## config.mk

```make
export PLATFORM = sky130hd
export DESIGN_NAME = mem_op_decode
export DESIGN_NICKNAME = d
export VERILOG_FILES = /design/src/mem_pkg.sv /design/src/mem_op_decode.sv
export SDC_FILE = /design/constraint.sdc
export NUM_CORES = 1
export LEC_CHECK = 0
export BUFFER_PORTS_ARGS = -buffer_cell sky130_fd_sc_hd__buf_4
export CAP_MARGIN = 5
export CORE_UTILIZATION = 26
export DETAILED_ROUTE_END_ITERATION = 8
export PLACE_DENSITY = 0.77
export SYNTH_ARGS = -nofsm -noshare
export SYNTH_HDL_FRONTEND = slang
export SYNTH_SLANG_ARGS = --single-unit
```

## constraint.sdc

```tcl
create_clock -name vclk -period 1.2
set_clock_uncertainty 0.2 [all_clocks]
set_input_delay 0.06 -clock vclk [all_inputs]
set_output_delay 0.06 -clock vclk [all_outputs]
set_load 0.05 [all_outputs]
```

## src/mem_pkg.sv

```systemverilog
//////////////////////////////////////////////////////////////////////
// memory stage definitions: instruction codes, memory size,
// retrieval delay and access-size encodings
//////////////////////////////////////////////////////////////////////

package mem_pkg;

    // one-hot instruction codes, one set bit per memory operation
    localparam logic [63:0] INST_LB  = 64'd1 << 10;
    localparam logic [63:0] INST_LH  = 64'd1 << 11;
    localparam logic [63:0] INST_LW  = 64'd1 << 12;
    localparam logic [63:0] INST_LBU = 64'd1 << 13;
    localparam logic [63:0] INST_LHU = 64'd1 << 14;
    localparam logic [63:0] INST_SB  = 64'd1 << 15;
    localparam logic [63:0] INST_SH  = 64'd1 << 16;
    localparam logic [63:0] INST_SW  = 64'd1 << 17;

    // data memory depth in 32-bit words
    // word index comes from address bits 9:2
    localparam int MEM_WORDS = 256;

    // cycles a load waits before the result is registered
    localparam int RETRIEVE_CYCLES = 4;

    // access size encodings
    localparam logic [1:0] SIZE_BYTE = 2'b00;
    localparam logic [1:0] SIZE_HALF = 2'b01;
    localparam logic [1:0] SIZE_WORD = 2'b10;

endpackage

```

## src/mem_op_decode.sv

```systemverilog
//////////////////////////////////////////////////////////////////////
// memory op decoder: one-hot instruction to load/store, size, sign
//////////////////////////////////////////////////////////////////////

`timescale 1ns/10ps

module mem_op_decode import mem_pkg::*; (
    input  logic [63:0] instruction,
    output logic        is_load,
    output logic        is_store,
    output logic [1:0]  access_size,
    output logic        load_unsigned
);

    always_comb begin
        // unknown codes are not memory operations
        is_load       = 1'b0;
        is_store      = 1'b0;
        access_size   = SIZE_WORD;
        load_unsigned = 1'b0;
        case (instruction)
            INST_LB: begin
                is_load     = 1'b1;
                access_size = SIZE_BYTE;
            end
            INST_LH: begin
                is_load     = 1'b1;
                access_size = SIZE_HALF;
            end
            INST_LW: begin
                is_load     = 1'b1;
                access_size = SIZE_WORD;
            end
            INST_LBU: begin
                is_load       = 1'b1;
                access_size   = SIZE_BYTE;
                load_unsigned = 1'b1;
            end
            INST_LHU: begin
                is_load       = 1'b1;
                access_size   = SIZE_HALF;
                load_unsigned = 1'b1;
            end
            INST_SB: begin
                is_store    = 1'b1;
                access_size = SIZE_BYTE;
            end
            INST_SH: begin
                is_store    = 1'b1;
                access_size = SIZE_HALF;
            end
            INST_SW: begin
                is_store    = 1'b1;
                access_size = SIZE_WORD;
            end
            default: begin
                is_load  = 1'b0;
                is_store = 1'b0;
            end
        endcase
    end

endmodule

```

==> Word level (Yosys, flattened, before mapping) <==
Cells that the tools add are included.
{ "totals": {"output_inout_bits": 5, "elab_cells": 17, "ff_bits": 0, "in_bits": 64} }
{ "op_classes": {"mux": 4, "reduce_logical": 5, "n_eq_ne": 8} }
{ "op_table": {"columns": ["op", "count"], "rows": [
  ["$eq 64x11->1 const B", 1],
  ["$eq 64x12->1 const B", 1],
  ["$eq 64x13->1 const B", 1],
  ["$eq 64x14->1 const B", 1],
  ["$eq 64x15->1 const B", 1],
  ["$eq 64x16->1 const B", 1],
  ["$eq 64x17->1 const B", 1],
  ["$eq 64x18->1 const B", 1],
  ["$reduce_or 3->1", 3],
  ["$reduce_or 5->1", 1],
  ["$pmux 2 s2", 1],
  ["$mux 1", 3],
  ["$reduce_or 2->1", 1]
]} }

==> Logic depth before layout (Yosys ltp) <==
Gate-level depths: netlist of the first run.
{ "logic_depth": {"ltp_word": 3, "depth_mapped": 5, "ltp_nobuf": 4} }

==> Worst setup path after synthesis of the first run <==
No wires, ideal clock.
{ "synth_timing": {"path_kind": "input to output", "from": "input instruction[37]", "to": "output is_store", "stages": 4, "arrival_ps": 2464, "required_time_ps": 940, "n_path_buf": 0, "path_slack_ps": -1524, "path_cell_list": "nor4_1 > nand4_1 > nor4_2 > nor4b_1"} }
{ "synth_via": {"elab_chain_len": 3, "elab_cells_between_ends": 5, "classes_between": "eq/ne: 3; mux: 1; reduce/logical: 1"} }
{ "synth_rtl": {"columns": ["item", "line_no", "source"], "rows": [
  ["start, declared", "mem_op_decode.sv:8", "input logic [63:0] instruction,"],
  ["$eq 64x17->1, or another cell as far along", "mem_op_decode.sv:21", "case (instruction)"],
  ["$reduce_or 3->1 (no source line) *", null, null],
  ["$mux 1 *", "mem_op_decode.sv:21", null],
  ["end, declared", "mem_op_decode.sv:10", "output logic is_store,"]
]} }
Mark *: on every way between the ends. The rest lies on a longest branch, timed or not.

==> Worst setup path after layout of the first run <==
{ "layout_timing": {"from": "input instruction[33]", "to": "output access_size[0]"} }
{ "layout_via": {"elab_chain_len": 3, "elab_cells_between_ends": 9, "classes_between": "eq/ne: 6; mux: 1; reduce/logical: 2"} }
{ "layout_rtl": {"columns": ["item", "line_no", "source"], "rows": [
  ["$eq 64x15->1, or another cell as far along", "mem_op_decode.sv:21", null],
  ["$reduce_or 3->1 (no source line)", null, null],
  ["$pmux 2 s2 *", "mem_op_decode.sv:21", null],
  ["end, declared", "mem_op_decode.sv:11", "output logic [1:0] access_size,"]
]} }
Marks and branches as above.

==> metrics.txt, run 1 <==
CP max FO=5; post-layout worst setup margin=-663 ps; chip height=between 40 and 50 um; Fin Setup TNS=-3150 ps; max cap viols=0; I/O Pins=around 70; crit path cell chain=buf_4, nor4_1, nand4_1, nor4_4, nor4b_4, buf_6; max layer used=met4; Leakage Power=0.000548 uW; Final period util=155%; # Post-CTS Setup Buffers=0; fmax=roughly 540 MHz; Die W=approximately 41 um; Layout area overhead=214%; CP Capture Type=primary output; metal2 WL=about 1.5 mm; CP required=between 900 and 1000 ps; vias in the first global route=764; outcome=finished, violations left; first-pass GRT wire length=between 3 and 4 mm; Setup CP Type=in -> out; slew of the pin with the lowest slew margin=365 ps; crit start category=primary input; register area=0 um^2; post-synth top area share=21.9%; Diodes inserted=0; proportion of layout cells with a drive suffix above 1=74.5%; IO buf count=69; final setup fails=5; CP max stage delay=between 300 and 400 ps; count leader, synth=nor4_1; initial antenna violation count=0; Slew HR=approximately 75%; routed wl met3=between 200 and 300 um; GP Congestion=roughly 0.75; detailed placer's ending HPWL=~2.1 mm; cell family with the largest share of critical-path delay=simple AND/OR/NAND/NOR gates; die area=between 1500 and 2000 um^2; most instantiated cells after synthesis=14 x nor4_1, 4 x nor2_1; failing checks=setup timing; Via density=~5.5; Unique masters post-synth=27; Mapped Area=approximately 400 um^2; cell taking the most area after synthesis=nor4_1; Seq Cell Count=0; largest net degree at the start of global routing=8; GRT Resource Usage Total=between 20% and 30%; Tmin final=approximately 1900 ps; WL/cell=18.5 um; ranking of synthesized cells by area=nor4_1 22%, xnor2_1 6.6%, xor2_1 6.6%; # DRC=0; Max VDD drop=0.188 mV; Post-Syn Nets=between 100 and 150; final-layout clock buffer total=0; Seq/Total Area, Yosys=0%; post-synthesis instance total=slightly below 60; Final ANT Viol Nets=0; met1 wire length=between 1 and 1.5 mm; YS warnings=0; vias=around 830; crit path max-delay cell type=nor4_4; Worst EP arrival=between 1500 and 2000 ps; Final Hold Viols=0; row cnt=13; buffers and inverters on the worst path=2; Min Hold Slack=~340 ps; power consumption=357 uW; Core ar.=about 1400 um^2; Mean Syn Cell Area=between 6 and 7 um^2; pwr/cell area=around 280 nW/um^2; grt ovf=0; worst min-delay path class=in -> out; unrepaired setup endpoints after global routing=true; Nets=approximately 200; drt total wl=between 2 and 3 mm; Initial Utilization=between 20% and 30%; DR iter-0 viols=22; hold-fix buffer count after cts=0; total iterations of the first detailed-routing run=4; max-slew violations=0
==> cell type report <==
cell class / count / area [um^2]
repair buffers: 83 / 681
inverters: 2 / 7.51
well taps: 15 / 18.8
fillers: 57 / 113
multi-input cells: 52 / 547
==> per-stage QoR <==
step	util (%)	setup WS [ps]	std cells	area, um^2
2_1_floorplan	-	-512	59	526
3_3_place_gp	84.0	-576	152	1150
3_5_place_dp	84.0	-601	152	1150
4_1_cts	88.6	-549	152	1210
5_1_grt	91.8	-716	152	1250
6_report	91.8	-663	152	1250
==> tightest hold or removal path: stages <==
cell and delay, ps:
buf_4 90, or4_4 140, nor4bb_4 50, buf_6 150
==> per-layer routing <==
metal	vias up	GRT usage, %
li1	401	-
met1	379	27.8
met2	46	58.6
met3	6	5.43
met4	0	4.03
met5	-	0
==> cell families after synthesis <==
group | count (synthesis) | share of synthesized area (%)
xor+xnor | 6 | 13.2
compound gates | 10 | 17.6
buf+inv | 7 | 9.09
simple gates | 36 | 60.2
==> power by group <==
part / leakage, uW / total [uW] / switching, uW / internal, uW
registers: 0 / 0 / 0 / 0
clock network: 0 / 0 / 0 / 0
logic: 0.000548 / 357 / 138 / 219
total: 0.000548 / 357 / 138 / 219
==> placed cells by master, fill, tap and decap left out, types with 2 or more instances in the layout <==
cell type,instances
buf_4,70
buf_6,12
nand4_1,3
nor2_1,4
nor2b_1,2
nor3_1,3
nor4_1,5
nor4_4,9
nor4b_4,2
o211ai_1,2
o21ai_0,3
or4_1,2
or4_4,2
xnor2_1,3
xor2_1,3
==> final timing paths <==
check                 cells after the start       startpoint              to  slack [ps]
worst max-delay path                      6  instruction[33]  access_size[0]        -660
worst min-delay path                      4  instruction[17]   load_unsigned         340
==> repair_timing <==
item / 4_1_cts / 5_1_grt
endpoints found under the setup margin: 5 / 5
pin swaps: 9 / 7
resized for setup: 13 / 7
(Power assumes the default switching activity.)
==> run 2: changes to the inputs <==
--- a/config.mk
+++ b/config.mk
@@ -9,7 +9,7 @@
 export CAP_MARGIN = 5
 export CORE_UTILIZATION = 26
 export DETAILED_ROUTE_END_ITERATION = 8
-export PLACE_DENSITY = 0.77
+export PLACE_DENSITY_LB_ADDON = 0.25
 export SYNTH_ARGS = -nofsm -noshare
 export SYNTH_HDL_FRONTEND = slang
 export SYNTH_SLANG_ARGS = --single-unit
==> run 2 against run 1 <==
- the run now fails in global routing (5_1_grt)
- synthesized area stayed put
- synthesized cell count stayed put
==> metrics.txt, run 2 <==
outcome=did not finish; chip height=41.2 um (unchanged); post-synth top area share=21.9% (unchanged); First Err=[ERROR GRT-0232] Routing congestion too high. Check the congestion heatmap in the GUI.; IO buf count=69 (unchanged); Last stage=global routing (5_1_grt); largest net degree at the start of global routing=10; Seq/Total Area, Yosys=0% (unchanged); YS warnings=0 (unchanged); ranking of synthesized cells by area=nor4_1 22%, xnor2_1 6.6%, xor2_1 6.6%; detailed placer's ending HPWL=1.97 mm (-5.1%); most instantiated cells after synthesis=14 x nor4_1, 4 x nor2_1; Die W=41.2 um (unchanged); Unique masters post-synth=27 (unchanged); Mapped Area=399 um^2 (unchanged); WEP type=top-level output; GRT Resource Usage Total=69.0%; Initial Utilization=29.2% (unchanged); count leader, synth=nor4_1; grt ovf=16; Post-Syn Nets=123 (unchanged); I/O Pins=69 (unchanged); GP Congestion=0.840 (+12%); hold-fix buffer count after cts=0 (unchanged); cell taking the most area after synthesis=nor4_1; post-synthesis instance total=59 (unchanged); row cnt=13 (unchanged); Mean Syn Cell Area=6.76 um^2 (unchanged); Post-DP Area=1150 um^2 (unchanged); worst endpoint after global-route timing repair=load_unsigned
-- run 2: through the flow --
stage	worst slack (ps)	TNS (ps)	hold WS (ps)	std cells
2_1_floorplan	-512	-2280	-12.9	59
3_3_place_gp	-633	-3000	371	152
3_5_place_dp	-654	-3010	375	152
4_1_cts	-563	-2670	341	153
-- run 2: metal layers --
layer,GRT overflow,GRT usage [%]
met1,0,62.7
met2,6,88.3
met3,0,49.5
met4,10,87.9
met5,0,0
-- run 2: cells by family after synthesis --
family / synth area share, %
xor gates and xnor gates: 13.2
AOI/OAI and AO/OA: 17.6
and+or+nand+nor: 60.2
buffers and inverters: 9.09
-- run 2: repair_timing --
action / in CTS
setup buffers: 1
endpoints found under the setup margin: 5
hold endpoints to repair: 0
pin swaps: 5
gates resized for setup: 16
==> run 3: changes to the inputs <==
--- a/config.mk
+++ b/config.mk
@@ -7,9 +7,10 @@
 export LEC_CHECK = 0
 export BUFFER_PORTS_ARGS = -buffer_cell sky130_fd_sc_hd__buf_4
 export CAP_MARGIN = 5
-export CORE_UTILIZATION = 26
+export CORE_AREA = 2 2 63 65
 export DETAILED_ROUTE_END_ITERATION = 8
-export PLACE_DENSITY_LB_ADDON = 0.25
+export DIE_AREA = 0 0 65 67
+export PLACE_DENSITY_LB_ADDON = 0.15
 export SYNTH_ARGS = -nofsm -noshare
 export SYNTH_HDL_FRONTEND = slang
 export SYNTH_SLANG_ARGS = --single-unit
==> constraint.sdc (replaced) <==
create_clock -name vclk -period 1.55
set_clock_uncertainty 0.2 [all_clocks]
set_input_delay 0.0775 -clock vclk [all_inputs]
set_output_delay 0.0775 -clock vclk [all_outputs]
set_load 0.05 [all_outputs]
==> run 3 against run 2 <==
- the flow now finishes, with violations (setup timing)
==> metrics.txt, run 3 (same netlist as run 1, synthesis figures left out) <==
outcome=finished, violations left; failing checks=setup timing; Leakage Power=~0.00054 uW; Setup CP Type=in -> out; max cap viols=0; row cnt=22 (+9); worst min-delay path class=in -> out; drt total wl=roughly 2.4 mm; CP required=1270 ps; Fin Setup TNS=-959 ps; metal2 WL=between 1 and 1.5 mm; Max VDD drop=around 0.071 mV; initial antenna violation count=0; Final Non-Filler Cells=182; Via density=roughly 4.4; max-slew violations=0; most common cell after layout, fill and taps aside=buf_4; fmax=between 500 and 600 MHz; Initial Utilization=11.1% (-18 points); detailed placer's ending HPWL=1.90 mm (-3.3%); CP Capture Type=primary output; register area=0 um^2; CP max FO=4; Seq Cell Count=0; Layout Cell Area excl Fill=approximately 1300 um^2; hold path cells=4; Sw Ratio=between 30% and 40%; Final period util=113%; Int Power=about 160 uW; unrepaired setup endpoints after global routing=true; GRT Resource Usage Total=about a tenth; Final Hold Viols=0; routed wl met3=316 um; Die W=65 um (+58%); grt ovf=0; Slew HR=roughly four fifths; largest net degree at the start of global routing=10; DR iter-0 viols=18; total iterations of the first detailed-routing run=2; first-pass GRT wire length=between 3 and 4 mm; proportion of layout cells with a drive suffix above 1=between 70% and 80%; Layout area overhead=231%; die area=approximately 4400 um^2; max layer used=met3; Nets=200; WL/cell=roughly 13 um; Final ANT Viol Nets=0; Post-DP Area=1150 um^2 (-0.11%); Diodes inserted=0; post-layout worst setup margin=-206 ps; IO buf count=69 (unchanged); Logic pwr share=between 90% and 100%; I/O Pins=69 (unchanged); slew of the pin with the lowest slew margin=~320 ps; GP Congestion=0.743 (-12%); worst slack, placed=-371 ps (+283 ps); Tmin final=roughly 1800 ps; final-layout clock buffer total=0; Core ar.=3610 um^2; final setup fails=5; # DRC=0; sequential power share=0%; vias in the first global route=a little over 800; met1 wire length=about 1.0 mm; Worst EP arrival=approximately 1500 ps; crit start category=primary input; commonest non-fill, non-tap cells in the layout=66 x buf_4, 13 x buf_6, 12 x nor4_4; CP Launch Point=instruction[27]; switching power total=around 110 uW; pwr/cell area=a little over 200 nW/um^2; chip height=67 um (+63%); Clock power frac=0%; Hold Crit Start=instruction[12]; vias=about 810; fill count=370; placed instance count=181 (+19%)
run 3: per-layer routing:
metal | track usage, % | vias to the layer above
met2 | 19.3 | 56
li1 | - | 393
met1 | 11.9 | 357
met3 | 2.20 | 0
met4 | 0 | 0
met5 | 0 | -
run 3: critical path: stages:
cell     delay [ps]
buf_4           120
nor4_4          250
nand3_1         160
nor4_4          280
buf_4           180
buf_6            90
and3_4          180
buf_8           140
run 3: stage by stage:
step                      power, uW  hold slack, ps  utilization, %
after global routing            287             378            36.6
after detailed placement        231             383            31.8
after floorplan                67.3            22.1               -
after CTS                       250             364            34.8
after global placement          228             394            31.8
final                           270             363            36.6
run 3: final timing paths:
check | end | slack (ps)
hold / removal | is_store | 360
setup / recovery | is_load | -210
run 3: final cells by class:
cell class,instances,area (um^2),share of cell area [%]
multi-input combinational,52,597,45.2
timing repair buffer,80,657,49.7
inverter,2,7.51,0.568
tap,48,60.1,4.55
run 3: repair_timing:
action                     4_1_cts  5_1_grt
hold endpoints to repair         0        0
gates resized for setup         21        9
setup endpoints to repair        5        5
hold buffers                     0        0
setup buffers                    1        0
pin swaps                        9        7
run 3: power by group through the flow:
stage	logic (uW)	registers (uW)	clock network, uW
6_report	270	0	0
3_3_place_gp	228	0	0
2_1_floorplan	67.3	0	0
5_1_grt	287	0	0
4_1_cts	250	0	0
3_5_place_dp	231	0	0
==> run 4: changes to the inputs <==
--- a/config.mk
+++ b/config.mk
@@ -5,12 +5,13 @@
 export SDC_FILE = /design/constraint.sdc
 export NUM_CORES = 1
 export LEC_CHECK = 0
+export ABC_AREA = 1
 export BUFFER_PORTS_ARGS = -buffer_cell sky130_fd_sc_hd__buf_4
 export CAP_MARGIN = 5
 export CORE_AREA = 2 2 63 65
 export DETAILED_ROUTE_END_ITERATION = 8
 export DIE_AREA = 0 0 65 67
-export PLACE_DENSITY_LB_ADDON = 0.15
+export PLACE_DENSITY = 0.49
 export SYNTH_ARGS = -nofsm -noshare
 export SYNTH_HDL_FRONTEND = slang
 export SYNTH_SLANG_ARGS = --single-unit
==> run 4 against run 3 <==
- the flow now finishes without violations
- cell area shrank 16%
- sequential share of layout area unchanged
- critical path depth is the same
- first-iteration DRC count shrank 67%
- die area unchanged
- combinational power shrank 36%
==> metrics.txt, run 4 <==
crit path cell chain=buf_4, nor2_1, nand2_1, nor2_4, nand2_2, or2_1, a21oi_2, buf_6; Synth Area in Compound Gates=3.06% (-14 points); IO buf count=69 (unchanged); final-layout clock buffer total=0 (unchanged); Final ANT Viol Nets=0 (unchanged); Setup CP Type=in -> out; buffers and inverters on the worst path=2 (-2); Initial Utilization=12.5% (+1.4 points); mux share of post-synthesis cell area=0% (unchanged); Mean Syn Cell Area=4.25 um^2 (-37%); post-synth top area share=37.5% (+16 points); pwr/cell area=156 nW/um^2 (-24%); max cap viols=0 (unchanged); vias=831 (+3.1%); YS warnings=0 (unchanged); Post-Synth XOR/XNOR Area=0% (-13 points); DR iter-0 viols=6 (-12); chip height=67 um (unchanged); initial antenna violation count=0 (unchanged); most common cell after layout, fill and taps aside=buf_4; Min Hold Slack=398 ps (+35.4 ps); Final Hold Viols=0 (unchanged); global routing usage on met1=9.10% (-2.8 points); Nets=242 (+21%); simple-gate area share of the yosys netlist=90.3% (+30 points); Max VDD drop=0.0516 mV (-28%); I/O Pins=69 (unchanged); Seq Cell Count=0 (unchanged); Slew HR=86.5% (+8.2 points); Core ar.=3610 um^2 (unchanged); power consumption=174 uW (-36%); CP max FO=6 (+2); crit path max-delay cell type=or2_1; fmax=689 MHz (+21%); GP Congestion=0.676 (-9.0%); Tmin final=1450 ps (-306 ps); M3 GR Usage=1.35% (-0.84 points); hold-fix buffer count after cts=0 (unchanged); proportion of layout cells with a drive suffix above 1=55.1% (-21 points); Leakage Power=0.000528 uW (-1.8%); met2 Resource Use GR=14.4% (-4.9 points); outcome=completed; largest net degree at the start of global routing=7 (-3); grt ovf=0 (unchanged); Post-Synth Adder-Cell Area=0% (unchanged); register area=0 um^2 (unchanged); Unique masters post-synth=12 (-56%); crit start category=primary input; Diodes inserted=0 (unchanged); Post-CTS Resized=0 (-100%); die area=4360 um^2 (unchanged); final setup fails=0 (-5); Worst EP arrival=1170 ps (-310 ps); detailed placer's ending HPWL=1.60 mm (-16%); GRT Resource Usage Total=7.49% (-2.5 points); slew of the pin with the lowest slew margin=202 ps (-121 ps); row cnt=22 (unchanged); drt total wl=1.74 mm (-29%); Via density=3.71 (-16%); # Post-CTS Setup Buffers=0 (-1); # DRC=0 (unchanged); max-slew violations=0 (unchanged); Seq/Total Area, Yosys=0% (unchanged); WL/cell=7.76 um (-42%); Layout area overhead=148%; commonest non-fill, non-tap cells in the layout=67 x buf_4, 36 x nor2_1, 25 x nand2_1; Post-Syn Nets=170 (+38%); worst min-delay path class=in -> out; Final period util=93.6% (-20 points); cell family with the largest share of critical-path delay=simple AND/OR/NAND/NOR gates; vias in the first global route=762 (-6.5%); Mapped Area=450 um^2 (+13%); Die W=65 um (unchanged); count leader, synth=nor2_1; total iterations of the first detailed-routing run=2 (unchanged); largest family of logic cells by synthesized area=simple AND/OR/NAND/NOR gates; CP max stage delay=220 ps (-60 ps); cell taking the most area after synthesis=nor2_1; first-pass GRT wire length=2.77 mm (-23%); ranking of synthesized cells by area=nor2_1 38%, nand2_1 25%, nand3_1 11%; CP Capture Type=primary output; most instantiated cells after synthesis=45 x nor2_1, 30 x nand2_1, 10 x nand3_1, 8 x inv_1, 4 x nor2_2; CP required=1270 ps (about the same); GR peak layer=met2; post-synthesis instance total=106 (+80%)
run 4: worst min-delay path, cell delays in order:
cell     delay [ps]
buf_4           110
nor2_4           50
nand3_2          80
a21oi_2          60
buf_6           140
run 4: final timing paths:
path | start | to | slack [ps] | cells after the start
max | instruction[5] | is_load | 100 | 8
min | instruction[10] | load_unsigned | 400 | 5
run 4: cell type report:
class                           count  area, um^2
Fill cell                         416        2490
Multi-Input combinational cell     98         489
Timing Repair Buffer               70         537
Inverter                            8        30.0
Tap cell                           48        60.1
run 4: stage by stage:
step	std cells	util [%]	setup TNS, ps	area (um^2)	worst slack (ps)
global route	224	31.0	-55.7	1120	-25.9
finish	224	31.0	0	1120	99.4
CTS	224	28.9	0	1040	45.4
detailed placement	224	28.9	0	1040	45.2
global placement	224	28.9	0	1040	66.0
floorplan	106	-	0	457	115
run 4: metal layers:
| layer | vias to the layer above | wire, um |
|---|---|---|
| li1 | 469 | - |
| met1 | 318 | 708 |
| met2 | 44 | 794 |
| met3 | 0 | 235 |
| met4 | 0 | 0 |
| met5 | - | 0 |
run 4: power by group:
group	switching (uW)	internal [uW]	leakage, uW	total, uW
clock network	0	0	0	0
logic	54.9	119	0.000528	174
registers	0	0	0	0
run 4: cells by family (layout without fill, tap and decap cells):
group	count (synthesis)	in the layout
buf+inv	8	78
simple gates	96	96
compound gates	2	2
